<file path="config.mk">
export PLATFORM = sky130hd
export DESIGN_NAME = midi_voice_top
export DESIGN_NICKNAME = d
export VERILOG_FILES = /design/src/synth_pkg.sv /design/src/voice_event_if.sv /design/src/midi_byte_decoder.sv /design/src/note_stack.sv /design/src/voice_event_fifo.sv /design/src/voice_gate_bank.sv /design/src/midi_voice_top.sv
export SDC_FILE = /design/constraint.sdc
export NUM_CORES = 1
export LEC_CHECK = 0
export ABC_AREA = 1
export BUFFER_PORTS_ARGS = -buffer_cell sky130_fd_sc_hd__buf_4
export CORE_MARGIN = 4
export CORE_UTILIZATION = 40
export DETAILED_ROUTE_END_ITERATION = 7
export PLACE_DENSITY_LB_ADDON = 0.25
export SYNTH_ARGS = -nofsm -noshare
export SYNTH_HDL_FRONTEND = slang
export SYNTH_HIERARCHICAL = 1
export SYNTH_SLANG_ARGS = --single-unit
</file>
<file path="constraint.sdc">
create_clock -name reg_clk -period 3.5 [get_ports reg_clk]
set_input_delay 0.175 -clock reg_clk [delete_from_list [all_inputs] [get_ports reg_clk]]
set_output_delay 0.175 -clock reg_clk [all_outputs]
set_load 0.03 [all_outputs]
</file>
<file path="src/synth_pkg.sv">
package synth_pkg;

    // default voice count and index width for the top level
    localparam int voices_max = 8;
    localparam int v_width    = 3;

    typedef logic [7:0] midi_byte_t;

    typedef logic [v_width-1:0] voice_idx_t;

    // what the note stack decided for a voice
    typedef enum logic [1:0] {
        ev_on      = 2'd0,
        ev_off     = 2'd1,
        ev_all_off = 2'd2
    } ev_kind_t;

    // vel is the release velocity on an off event, zero when stolen
    typedef struct packed {
        ev_kind_t   kind;
        voice_idx_t slot;
        midi_byte_t key;
        midi_byte_t vel;
    } voice_event_t;

    // empty key slot marker
    localparam midi_byte_t key_none = 8'hff;

    // controller number for all notes off
    localparam midi_byte_t cc_all_notes_off = 8'd123;

endpackage

</file>
<file path="src/voice_event_if.sv">
`timescale 1ns/100ps

interface voice_event_if #(
    parameter type payload_t = logic [7:0]
);

    logic     push;
    payload_t wr_data;
    logic     pop;
    payload_t rd_data;
    logic     empty;

    // note stack side
    modport producer (output push, output wr_data);

    modport buffer (input push, input wr_data, input pop, output rd_data, output empty);

    // gate bank side, pops the head
    modport consumer (output pop, input rd_data, input empty);

endinterface

</file>
<file path="src/midi_byte_decoder.sv">
`timescale 1ns/100ps

module midi_byte_decoder
    import synth_pkg::*;
(
    input  logic       reg_clk,
    input  logic       reset_reg_N,
    input  logic       midi_valid,
    input  midi_byte_t midi_byte,
    output logic       trig,
    output logic       is_note_byte,
    output logic       is_velocity,
    output logic       is_note_on,
    output logic       is_note_off,
    output logic       is_ctrl,
    output midi_byte_t data_byte
);

    typedef enum logic [1:0] {st_none, st_note_on, st_note_off, st_ctrl} status_t;

    status_t status;
    logic    phase;
    logic    cc_hit;
    logic    known;

    // data bytes under any other status are dropped
    assign known = (status != st_none);

    always_ff @(posedge reg_clk) begin
        if (!reset_reg_N) begin
            status       <= st_none;
            phase        <= 1'b0;
            cc_hit       <= 1'b0;
            trig         <= 1'b0;
            is_note_byte <= 1'b0;
            is_velocity  <= 1'b0;
            is_note_on   <= 1'b0;
            is_note_off  <= 1'b0;
            is_ctrl      <= 1'b0;
        end else begin
            trig <= 1'b0;
            if (midi_valid) begin
                if (midi_byte[7]) begin
                    // new running status, channel nibble ignored
                    phase <= 1'b0;
                    case (midi_byte[7:4])
                        4'h9:    status <= st_note_on;
                        4'h8:    status <= st_note_off;
                        4'hb:    status <= st_ctrl;
                        default: status <= st_none;
                    endcase
                end else if (known) begin
                    trig         <= 1'b1;
                    phase        <= ~phase;
                    is_note_byte <= ~phase;
                    is_velocity  <= phase;
                    is_note_on   <= (status == st_note_on);
                    is_note_off  <= (status == st_note_off);
                    // only all notes off is passed on as a controller
                    is_ctrl      <= (status == st_ctrl) &&
                                    (phase ? cc_hit : (midi_byte == cc_all_notes_off));
                    if (!phase) begin
                        cc_hit <= (midi_byte == cc_all_notes_off);
                    end
                    data_byte    <= midi_byte;
                end
            end
        end
    end

endmodule

</file>
<file path="src/note_stack.sv">
`timescale 1ns/100ps

module note_stack
    import synth_pkg::*;
#(
    parameter int VOICES  = voices_max,
    parameter int V_WIDTH = v_width
) (
    input  logic                reg_clk,
    input  logic                reset_reg_N,
    input  logic                trig,
    input  logic                is_note_byte,
    input  logic                is_velocity,
    input  logic                is_note_on,
    input  logic                is_note_off,
    input  logic                is_ctrl,
    input  midi_byte_t          data_byte,
    input  logic [VOICES-1:0]   voice_free,
    voice_event_if.producer     ev,
    output logic [V_WIDTH:0]    active_keys
);

    localparam logic [V_WIDTH:0] all_busy = (V_WIDTH+1)'(VOICES);

    midi_byte_t         key_val [VOICES];
    // age[0] is the oldest held voice, entries below active_keys are valid
    logic [V_WIDTH-1:0] age [VOICES];
    midi_byte_t         cur_note;
    logic [V_WIDTH-1:0] target;
    logic               note_msg;
    logic               hit;
    logic [V_WIDTH-1:0] hit_slot;
    logic [V_WIDTH-1:0] hit_pos;
    logic [V_WIDTH-1:0] free_slot;

    assign note_msg = is_note_on | is_note_off;

    always_comb begin
        hit       = 1'b0;
        hit_slot  = '0;
        hit_pos   = '0;
        free_slot = '0;
        // lowest voice holding the latched key
        for (int i = VOICES - 1; i >= 0; i--) begin
            if (key_val[i] != key_none && key_val[i] == cur_note) begin
                hit      = 1'b1;
                hit_slot = V_WIDTH'(i);
            end
        end
        // where that voice sits in the age order
        for (int p = VOICES - 1; p >= 0; p--) begin
            if (p < int'(active_keys) && age[p] == hit_slot) begin
                hit_pos = V_WIDTH'(p);
            end
        end
        for (int i = VOICES - 1; i >= 0; i--) begin
            if (voice_free[i]) begin
                free_slot = V_WIDTH'(i);
            end
        end
    end

    always_ff @(posedge reg_clk) begin
        if (!reset_reg_N) begin
            active_keys <= '0;
            cur_note    <= key_none;
            target      <= '0;
            ev.push     <= 1'b0;
            for (int i = 0; i < VOICES; i++) begin
                key_val[i] <= key_none;
                age[i]     <= '0;
            end
        end else begin
            ev.push <= 1'b0;
            if (trig) begin
                if (is_ctrl) begin
                    if (is_note_byte) begin
                        for (int i = 0; i < VOICES; i++) begin
                            key_val[i] <= key_none;
                        end
                        active_keys <= '0;
                        ev.push     <= 1'b1;
                        ev.wr_data  <= '{kind: ev_all_off, slot: '0, key: key_none, vel: 8'd0};
                    end
                end else if (is_note_byte && note_msg) begin
                    cur_note <= data_byte;
                    if (is_note_on) begin
                        if (active_keys == all_busy) begin
                            // steal the oldest voice, its slot takes the new note
                            key_val[age[0]] <= key_none;
                            for (int q = 0; q < VOICES - 1; q++) begin
                                age[q] <= age[q+1];
                            end
                            active_keys <= active_keys - 1'b1;
                            target      <= age[0];
                            ev.push     <= 1'b1;
                            ev.wr_data  <= '{kind: ev_off, slot: voice_idx_t'(age[0]),
                                             key: key_val[age[0]], vel: 8'd0};
                        end else begin
                            target <= free_slot;
                        end
                    end
                end else if (is_velocity && is_note_on && data_byte != 8'd0) begin
                    key_val[target]                 <= cur_note;
                    age[active_keys[V_WIDTH-1:0]]   <= target;
                    active_keys                     <= active_keys + 1'b1;
                    ev.push                         <= 1'b1;
                    ev.wr_data <= '{kind: ev_on, slot: voice_idx_t'(target),
                                    key: cur_note, vel: data_byte};
                end else if (is_velocity && note_msg && hit) begin
                    // note off, or note on with velocity zero
                    key_val[hit_slot] <= key_none;
                    for (int q = 0; q < VOICES - 1; q++) begin
                        if (q >= int'(hit_pos)) begin
                            age[q] <= age[q+1];
                        end
                    end
                    active_keys <= active_keys - 1'b1;
                    ev.push     <= 1'b1;
                    ev.wr_data  <= '{kind: ev_off, slot: voice_idx_t'(hit_slot),
                                     key: cur_note, vel: data_byte};
                end
            end
        end
    end

endmodule

</file>
<file path="src/voice_event_fifo.sv">
`timescale 1ns/100ps

module voice_event_fifo #(
    parameter int  DEPTH     = 4,
    parameter type payload_t = logic [7:0]
) (
    input  logic          reg_clk,
    input  logic          reset_reg_N,
    voice_event_if.buffer ev
);

    localparam int AW = (DEPTH > 1) ? $clog2(DEPTH) : 1;
    localparam int CW = $clog2(DEPTH + 1);

    payload_t      mem [DEPTH];
    logic [AW-1:0] wr_ptr;
    logic [AW-1:0] rd_ptr;
    logic [CW-1:0] count;
    logic          full;
    logic          do_wr;
    logic          do_rd;

    assign full       = (count == CW'(DEPTH));
    assign ev.empty   = (count == '0);
    assign ev.rd_data = mem[rd_ptr];
    // a push while full is lost
    assign do_wr      = ev.push && !full;
    assign do_rd      = ev.pop && !ev.empty;

    function automatic logic [AW-1:0] next_ptr(input logic [AW-1:0] ptr);
        return (ptr == AW'(DEPTH - 1)) ? '0 : ptr + 1'b1;
    endfunction

    always_ff @(posedge reg_clk) begin
        if (do_wr) begin
            mem[wr_ptr] <= ev.wr_data;
        end
    end

    always_ff @(posedge reg_clk) begin
        if (!reset_reg_N) begin
            wr_ptr <= '0;
            rd_ptr <= '0;
            count  <= '0;
        end else begin
            if (do_wr) begin
                wr_ptr <= next_ptr(wr_ptr);
            end
            if (do_rd) begin
                rd_ptr <= next_ptr(rd_ptr);
            end
            case ({do_wr, do_rd})
                2'b10:   count <= count + 1'b1;
                2'b01:   count <= count - 1'b1;
                default: count <= count;
            endcase
        end
    end

endmodule

</file>
<file path="src/voice_gate_bank.sv">
`timescale 1ns/100ps

module voice_gate_bank
    import synth_pkg::*;
#(
    parameter int VOICES  = voices_max,
    parameter int V_WIDTH = v_width
) (
    input  logic               reg_clk,
    input  logic               reset_reg_N,
    voice_event_if.consumer    ev,
    output logic [VOICES-1:0]  voice_gate,
    output logic [VOICES-1:0]  voice_free,
    output logic               ev_strobe,
    output ev_kind_t           ev_kind,
    output logic [V_WIDTH-1:0] ev_slot,
    output midi_byte_t         ev_key,
    output midi_byte_t         ev_vel
);

    midi_byte_t   key_q [VOICES];
    voice_event_t head;

    assign head       = ev.rd_data;
    // drain one event per cycle
    assign ev.pop     = !ev.empty;
    assign voice_free = ~voice_gate;

    always_ff @(posedge reg_clk) begin
        if (!reset_reg_N) begin
            voice_gate <= '0;
            ev_strobe  <= 1'b0;
        end else begin
            ev_strobe <= ev.pop;
            if (ev.pop) begin
                case (head.kind)
                    ev_on: begin
                        voice_gate[head.slot] <= 1'b1;
                        key_q[head.slot]      <= head.key;
                    end
                    ev_off:     voice_gate[head.slot] <= 1'b0;
                    ev_all_off: voice_gate <= '0;
                    default:    voice_gate <= voice_gate;
                endcase
                ev_kind <= head.kind;
                ev_slot <= V_WIDTH'(head.slot);
                // off events report the key the voice was holding
                ev_key  <= (head.kind == ev_off) ? key_q[head.slot] : head.key;
                ev_vel  <= head.vel;
            end
        end
    end

endmodule

</file>
<file path="src/midi_voice_top.sv">
`timescale 1ns/100ps

module midi_voice_top
    import synth_pkg::*;
#(
    parameter int VOICES  = voices_max,
    parameter int V_WIDTH = v_width,
    parameter int DEPTH   = 4
) (
    input  logic               reg_clk,
    input  logic               reset_reg_N,
    input  logic               midi_valid,
    input  midi_byte_t         midi_byte,
    output logic [VOICES-1:0]  voice_gate,
    output logic [V_WIDTH:0]   active_keys,
    output logic               ev_strobe,
    output ev_kind_t           ev_kind,
    output logic [V_WIDTH-1:0] ev_slot,
    output midi_byte_t         ev_key,
    output midi_byte_t         ev_vel
);

    logic              trig;
    logic              is_note_byte;
    logic              is_velocity;
    logic              is_note_on;
    logic              is_note_off;
    logic              is_ctrl;
    midi_byte_t        data_byte;
    logic [VOICES-1:0] voice_free;

    voice_event_if #(.payload_t(voice_event_t)) ev_if ();

    midi_byte_decoder i_decoder (
        .reg_clk, .reset_reg_N, .midi_valid, .midi_byte, .trig, .is_note_byte,
        .is_velocity, .is_note_on, .is_note_off, .is_ctrl, .data_byte
    );

    note_stack #(.VOICES(VOICES), .V_WIDTH(V_WIDTH)) i_note_stack (
        .reg_clk, .reset_reg_N, .trig, .is_note_byte, .is_velocity, .is_note_on,
        .is_note_off, .is_ctrl, .data_byte, .voice_free, .ev(ev_if.producer), .active_keys
    );

    voice_event_fifo #(.DEPTH(DEPTH), .payload_t(voice_event_t)) i_event_fifo (
        .reg_clk, .reset_reg_N, .ev(ev_if.buffer)
    );

    voice_gate_bank #(.VOICES(VOICES), .V_WIDTH(V_WIDTH)) i_gate_bank (
        .reg_clk, .reset_reg_N, .ev(ev_if.consumer), .voice_gate, .voice_free,
        .ev_strobe, .ev_kind, .ev_slot, .ev_key, .ev_vel
    );

endmodule

</file>
=== Yosys cells after proc, flatten, opt, wreduce, memory -nomap -nowiden ===
Memories as Yosys holds them, arrays and structs flattened. A register that Yosys moved wholly into a read port is not among the register bits.
Index checks and enable logic that the tools add are counted.

* Bits in registers: 91
* Memory bits (writable): 236
* Bits of input ports: 11
* Output and inout port bits: 34
* Logic and storage cells: 365
* Memories kept: 4

{| class="wikitable"
|+ Memories
! memory !! words !! width !! rd ports !! clocked after Yosys merged registers in !! write ports !! line !! source
|-
| i_event_fifo.mem || 4 || 21 || 1 || 1 || 1 || voice_event_fifo.sv:15 || <nowiki>payload_t mem [DEPTH];</nowiki>
|-
| i_gate_bank.key_q || 8 || 8 || 1 || 0 || 1 || voice_gate_bank.sv:21 || <nowiki>midi_byte_t key_q [VOICES];</nowiki>
|-
| i_note_stack.key_val || 8 || 8 || 9 || 0 || 8 || note_stack.sv:25 || <nowiki>midi_byte_t key_val [VOICES];</nowiki>
|-
| i_note_stack.age || 8 || 3 || 8 || 0 || 8 || note_stack.sv:27 || <nowiki>logic [V_WIDTH-1:0] age [VOICES];</nowiki>
|}

* Add/sub/neg operators: 6
* Magnitude comparators: 17
* Eq/ne operators: 42
* Multiplexer cells: 186
* Bitwise operators: 33
* Reduce and logical (&&, ||, !) cells: 50

{| class="wikitable"
|+ Operator list
! operator !! count
|-
| $mux 21 || 7
|-
| $mux 3 || 44
|-
| $mux 1 || 108
|-
| $mux 8 || 12
|-
| $eq 8x8->1 || 8
|-
| $ne 8x8->1 const B || 8
|-
| $mux 4 || 7
|-
| $eq 3x3->1 || 8
|-
| $logic_and 1x1->1 || 24
|-
| $pmux 8 s3 || 1
|-
| $reduce_or 8->1 || 3
|-
| $or 1x1->1 || 23
|-
| $eq 4x4->1 const B || 4
|-
| $lt 3x4->1 const A || 4
|-
| $not 8->8 || 2
|-
| $eq 2x2->1 const B || 6
|-
| $reduce_and 2->1 || 5
|-
| $ge 3x3->1 const A || 3
|-
| $and 8x8->8 || 1
|-
| $eq 8x7->1 const B || 1
|-
| $lt 1x4->1 const A || 2
|-
| $lt 2x4->1 const A || 2
|-
| $mux 2 || 4
|-
| $or 8x8->8 || 1
|-
| other kinds (29) || 46
|}

=== Logic depth before layout (Yosys ltp) ===
An unclocked memory read counts as a cell.

* Depth in word-level cells: 32
* Depth in mapped cells: 29
* Gate-level depth less buffers: 28

=== Hierarchy ===
The synthesis kept the hierarchy.

{| class="wikitable"
|+ By module, submodules not included
! module !! times used !! cells each !! area each (µm²) !! seq. area each (µm²)
|-
| note_stack || 1 || 1071 || 8027.7 || 3593.4
|-
| voice_gate_bank || 1 || 374 || 3932.5 || 2732.6
|-
| voice_event_fifo || 1 || 274 || 3672.3 || 2702.6
|-
| midi_byte_decoder || 1 || 74 || 676.9 || 410.4
|}

=== Least setup slack after synthesis ===
OpenSTA, ideal clock, no wires.

* Path type: reg-to-reg
* Start: reg i_note_stack.cur_note[0]
* End: mem i_note_stack/key_val[6][0] (netlist name), enable pin
* Library setup time: 384 ps
* Arrival: 2690 ps
* Data required time: 3116 ps
* Path slack: 426 ps
* Cell stages (with the launch flop): 17
* Buffers on the path: 1
* Period minus slack after synthesis: 3074 ps
* Cells stage by stage: dfxtp_1 buf_4 inv_4 or2_1 nand4_1 nor2_1 nand2_2 nand2_4 nor2_8 nand3_1 nand3b_1 inv_2 nand3_2 nand2_1 o221ai_1 nand2_1 o21ai_0

{| class="wikitable"
|+ RTL lines
! element !! line !! source
|-
| start, declared || note_stack.sv:28 || <nowiki>midi_byte_t cur_note;</nowiki>
|-
| start signal, assigned || note_stack.sv:66 || <nowiki>cur_note <= key_none;</nowiki>
|-
| start signal, assigned || note_stack.sv:86 || <nowiki>cur_note <= data_byte;</nowiki>
|-
| end, declared || note_stack.sv:25 ||
|}

==> results.md <==
Status:
- The run finished with clean final reports.

Routing:
- The total DRC errors in the routed layout is 0.
- The final route contains 12500 vias.
- The count of TritonRoute iterations in the first routing pass is 5.
- The post-detailed-route via-to-cell ratio is 5.10.
- The DRC marker count from the first detailed-route iteration is 1077.
- The detailed-route wire length is 42300 um.
- The count of nets left with antenna violations once routing finished came out at 0.
- In the final routed layout, each cell accounts on average for 17.3 um.

Critical path:
- Along the worst path, the maximum fanout reaches 8.
- Data arrives at the worst endpoint at 3.51 ns.
- The startpoint of the worst-slack reg-to-reg timing path is i_note_stack/cur_note[7].
- For the worst setup path, the data required time is 3.75 ns.
- STA classifies the critical path endpoint as a flip-flop.
- The worst setup path is launched from a flip-flop.
- The critical path is of the reg2reg type.
- The critical path startpoint is i_note_stack/cur_note[7].

Timing:
- In this run the tightest slew margin relative to its limit is 33.0%.
- Static timing analysis puts the maximum clock frequency at 307 MHz.
- At the pin with the least slew margin, the transition time is 1.01 ns.
- In the final timing run, aggregate negative setup slack is 0 ns.
- The final critical-path share of the clock period is 93.2%.
- The max-slew violation count is 0.
- The setup-violating endpoint count in the final report is 0.
- Setup repair after global routing left no endpoint under its margin.
- The final hold violation count is 0.
- The clock arrives with 0.0199 ns of skew.
- The final critical delay including setup and external delays is 3.26 ns.
- The worst setup margin is 0.239 ns.

Yosys:
- The average instance in the mapped netlist occupies 9.10 um2.
- The cell count after synthesis came out at 1793.
- The register bit count reported by yosys is 329.
- For this run, the leading register cell type out of synthesis is sky130_fd_sc_hd__edfxtp_1.
- During synthesis, Yosys emitted a total of 6 warnings.
- The number of nets in the synthesized netlist is 1817.
- The async set-or-reset flop fraction in the synthesized netlist is 0%.
- The register area share after synthesis is 57.9%.
- The number of enable-type register cells in the synthesized netlist is 285.
- The mapped netlist covers 0.0163 mm2.
- Synthesis instantiated 53 different standard cells from the library.

Clock tree:
- The root buffer cell is sky130_fd_sc_hd__clkbuf_16.
- Counting along the longest clock path gives a buffer depth of 3.
- The number of buffers inserted by post-CTS setup repair is 0.
- The number of clock buffers inserted by TritonCTS is 38.
- The clock transition at the registers of the reported paths is 0.06 ns.
- The clock tree synthesis step divided the H-tree into 2 levels.
- At the later pin of the worst-skew pair, clock insertion delay measures 0.55 ns.
- The clock sink total is 329.
- TritonCTS built the clock tree.

Job:
- The max capacitance violation total is 0.

Cells and area:
- For this run, the share of the core covered by cells in the final layout is 46.9%.
- The area growth from synthesis to layout is 15.0%.
- The finished cells cover 0.0188 mm2.
- For this run, the post-layout net count is 1914.
- Cells with a size suffix above 1 make up 14.1% of the layout.
- The number of filler cells placed in the layout is 3710.
- The repair_antennas step left the layout with diodes totalling 0.

Global route:
- After global routing the overflow that remains totals 0.
- The via count of the first global-routing pass is 12000.
- Entering global routing, the biggest net connects 43 pins.
- The initial antenna violation count came to 0.
- The first global-routing pass estimated 66500 um of wire.
- Global routing used 19.1% of the available tracks across all layers.

Min path:
- In this run the worst hold path is classified as in2reg.
- The startpoint identified for the worst hold timing path is reset_reg_N.

Power:
- The design draws 8.38 mW.
- The worst vdd rail ir drop is 0.409 mV.
- Summed over all cells, the static leakage comes to 7.74 nW.
- Dividing total power by cell area gives a power density of 447 mW/mm2.

Die:
- Measured along the y axis, the die boundary spans 210 um.
- The horizontal extent of the die is 210 um.
- The die covers 0.0441 mm2.
- In this run the core area contains 73 standard-cell rows.
- 45 I/O pins were placed.
- For this configuration, the core starts out at a cell density of 40.8%.
- The area of the placeable core is 0.0400 mm2.

Placement:
- The count of buffers added on input and output ports is 44.
- The wire-length estimate of the detail-placed layout is 29700 um.
- Summing all placed instances gives a cell area of 0.0174 mm2.
- Timing analysis after detailed placement gives a worst setup slack of -0.102 ns.
- The final weighted congestion of routability-driven global placement is 0.946.
==> placed cells by master (no fill, tap or decap), drive strengths merged, types with 2 or more instances in the layout <==
cell type	netlist	layout
nand3	59	59
clkbuf	17	48
xor2	12	12
dfxtp	44	44
buf	39	104
or2	6	6
o211ai	15	15
nor3	6	6
ha	12	12
a31oi	7	7
nand4	14	14
nand3b	13	13
xnor2	14	14
dlygate4sd3	0	9
bufinv	0	4
o22ai	27	27
inv	187	190
o21ai	119	119
a311oi	2	2
nor2	225	225
clkinv	2	16
a21oi	59	59
nor4	2	2
nand2	612	612
o221ai	5	5
edfxtp	285	285
==> synth_stat cells (2+ instances only) <==
master,count,area [um2]
sky130_fd_sc_hd__nand2_1,587,2200
sky130_fd_sc_hd__edfxtp_1,285,8560
sky130_fd_sc_hd__nor2_1,203,762
sky130_fd_sc_hd__inv_1,161,604
sky130_fd_sc_hd__o21ai_0,90,450
sky130_fd_sc_hd__a21oi_1,56,280
sky130_fd_sc_hd__nand3_1,51,255
sky130_fd_sc_hd__dfxtp_1,44,881
sky130_fd_sc_hd__o21ai_1,29,145
sky130_fd_sc_hd__o22ai_1,25,156
sky130_fd_sc_hd__inv_2,23,86.3
sky130_fd_sc_hd__nand2_2,18,113
sky130_fd_sc_hd__clkbuf_1,17,63.8
sky130_fd_sc_hd__buf_6,15,169
sky130_fd_sc_hd__o211ai_1,15,113
sky130_fd_sc_hd__buf_4,14,105
sky130_fd_sc_hd__nand4_1,14,87.6
sky130_fd_sc_hd__xnor2_1,14,123
sky130_fd_sc_hd__nand3b_1,13,97.6
sky130_fd_sc_hd__ha_1,12,150
sky130_fd_sc_hd__xor2_1,12,105
sky130_fd_sc_hd__nor2_4,11,124
sky130_fd_sc_hd__nor2_2,10,62.6
sky130_fd_sc_hd__buf_2,9,45.0
sky130_fd_sc_hd__nand3_2,8,80.1
sky130_fd_sc_hd__a31oi_1,7,43.8
sky130_fd_sc_hd__nand2_4,7,78.8
sky130_fd_sc_hd__nor3_1,6,30.0
sky130_fd_sc_hd__o221ai_1,4,35.0
sky130_fd_sc_hd__or2_0,4,25.0
sky130_fd_sc_hd__a21oi_2,2,17.5
sky130_fd_sc_hd__a311oi_1,2,17.5
sky130_fd_sc_hd__clkinv_1,2,7.51
sky130_fd_sc_hd__inv_8,2,22.5
sky130_fd_sc_hd__nor4_1,2,12.5
sky130_fd_sc_hd__o22ai_2,2,25.0
==> logic make-up (layout without fill, tap and decap cells) <==
group           after synthesis  after routing  synth area share, %
simple gates                939            939                 24.4
compound gates              239            239                 8.31
fa+ha+maj                    13             13                 1.04
flops                       329            329                 57.9
buf+inv                     245            371                 6.90
other cells                   1              1               0.0230
xor+xnor                     26             26                 1.40
mux                           1              1               0.0690
==> flip-flops by register name, summed over array words and instances (netlist names), 2 cells and up, named ones only <==
name,count
i_gate_bank/ev_slot,3
i_gate_bank/ev_kind,2
i_decoder/data_byte,7
i_gate_bank/voice_gate,8
i_event_fifo/count,3
i_note_stack/ev.wr_data,21
i_event_fifo/wr_ptr,2
i_note_stack/target,3
i_gate_bank/key_q,64
i_note_stack/cur_note,8
i_note_stack/age,24
i_event_fifo/rd_ptr,2
i_gate_bank/ev_vel,8
i_gate_bank/ev_key,8
i_note_stack/key_val,64
i_decoder/status,2
i_event_fifo/mem,84
i_note_stack/active_keys,4
==> critical path, stage by stage, from the launching register on <==
cell                       delay, ns
sky130_fd_sc_hd__dfxtp_2        0.37
sky130_fd_sc_hd__inv_2          0.19
sky130_fd_sc_hd__nand2_1        0.08
sky130_fd_sc_hd__nand2_1        0.08
sky130_fd_sc_hd__inv_2          0.03
sky130_fd_sc_hd__nand2_1        0.06
sky130_fd_sc_hd__nor2_2         0.04
sky130_fd_sc_hd__nand3_2        0.16
sky130_fd_sc_hd__nand2_4        0.10
sky130_fd_sc_hd__nor2_8         0.16
sky130_fd_sc_hd__nand3_1        0.09
sky130_fd_sc_hd__nand3b_1       0.15
sky130_fd_sc_hd__inv_2          0.05
sky130_fd_sc_hd__nand3_1        0.12
sky130_fd_sc_hd__inv_2          0.08
sky130_fd_sc_hd__a22oi_1        0.16
sky130_fd_sc_hd__o21ai_1        0.14
sky130_fd_sc_hd__nor2_1         0.11
sky130_fd_sc_hd__nand2_1        0.24
sky130_fd_sc_hd__o21ai_2        0.31
sky130_fd_sc_hd__buf_4          0.22
==> final timing paths <==
check                                             endpoint  slack [ns]  cells past startpoint
worst max-delay path            i_note_stack/key_val[6][6]        0.24                     20
worst min-delay path                  i_note_stack/ev.push        0.08                      3
worst max register to register  i_note_stack/key_val[6][6]        0.24                     20
worst min register to register            i_decoder/cc_hit        0.47                      2
==> cell type report <==
cell class / count / area, um2 / area share [%]
inverters: 189 / 727 / 3.87
multi-input cells: 1219 / 5790 / 30.9
repair buffers: 113 / 871 / 4.64
clock buffers: 48 / 1040 / 5.54
flip-flops and latches: 329 / 9440 / 50.3
clock inverters: 21 / 230 / 1.23
well taps: 525 / 657 / 3.50
==> layer usage <==
| metal | wire [um] | vias to the layer above | GRT usage [%] |
|---|---|---|---|
| met5 | 0 | - | 0 |
| met4 | 1580 | 0 | 7.90 |
| met3 | 2650 | 87 | 2.88 |
| met2 | 19600 | 395 | 31.2 |
| met1 | 18600 | 5880 | 25.6 |
| li1 | - | 6111 | - |
==> power by group <==
group | switching [mW] | internal, mW
sequential | 0.0151 | 4.23
clock | 1.60 | 2.42
combinational | 0.0824 | 0.0421
total | 1.70 | 6.69
==> through the flow <==
step	hold slack, ns	instances
after floorplan	0.274	1793
after CTS	0.0585	2444
after global routing	0.0884	2444
after global placement	0.365	2366
after detailed placement	0.368	2366
final	0.0832	2444
==> timing repair <==
action / 4_1_cts / 5_1_grt
gates resized for setup: 1 / 10
hold buffers: 9 / 0
setup endpoints to repair: 8 / 108
endpoints found under the hold margin: 13 / 0
Note: power is estimated with default switching activity, not from simulation.
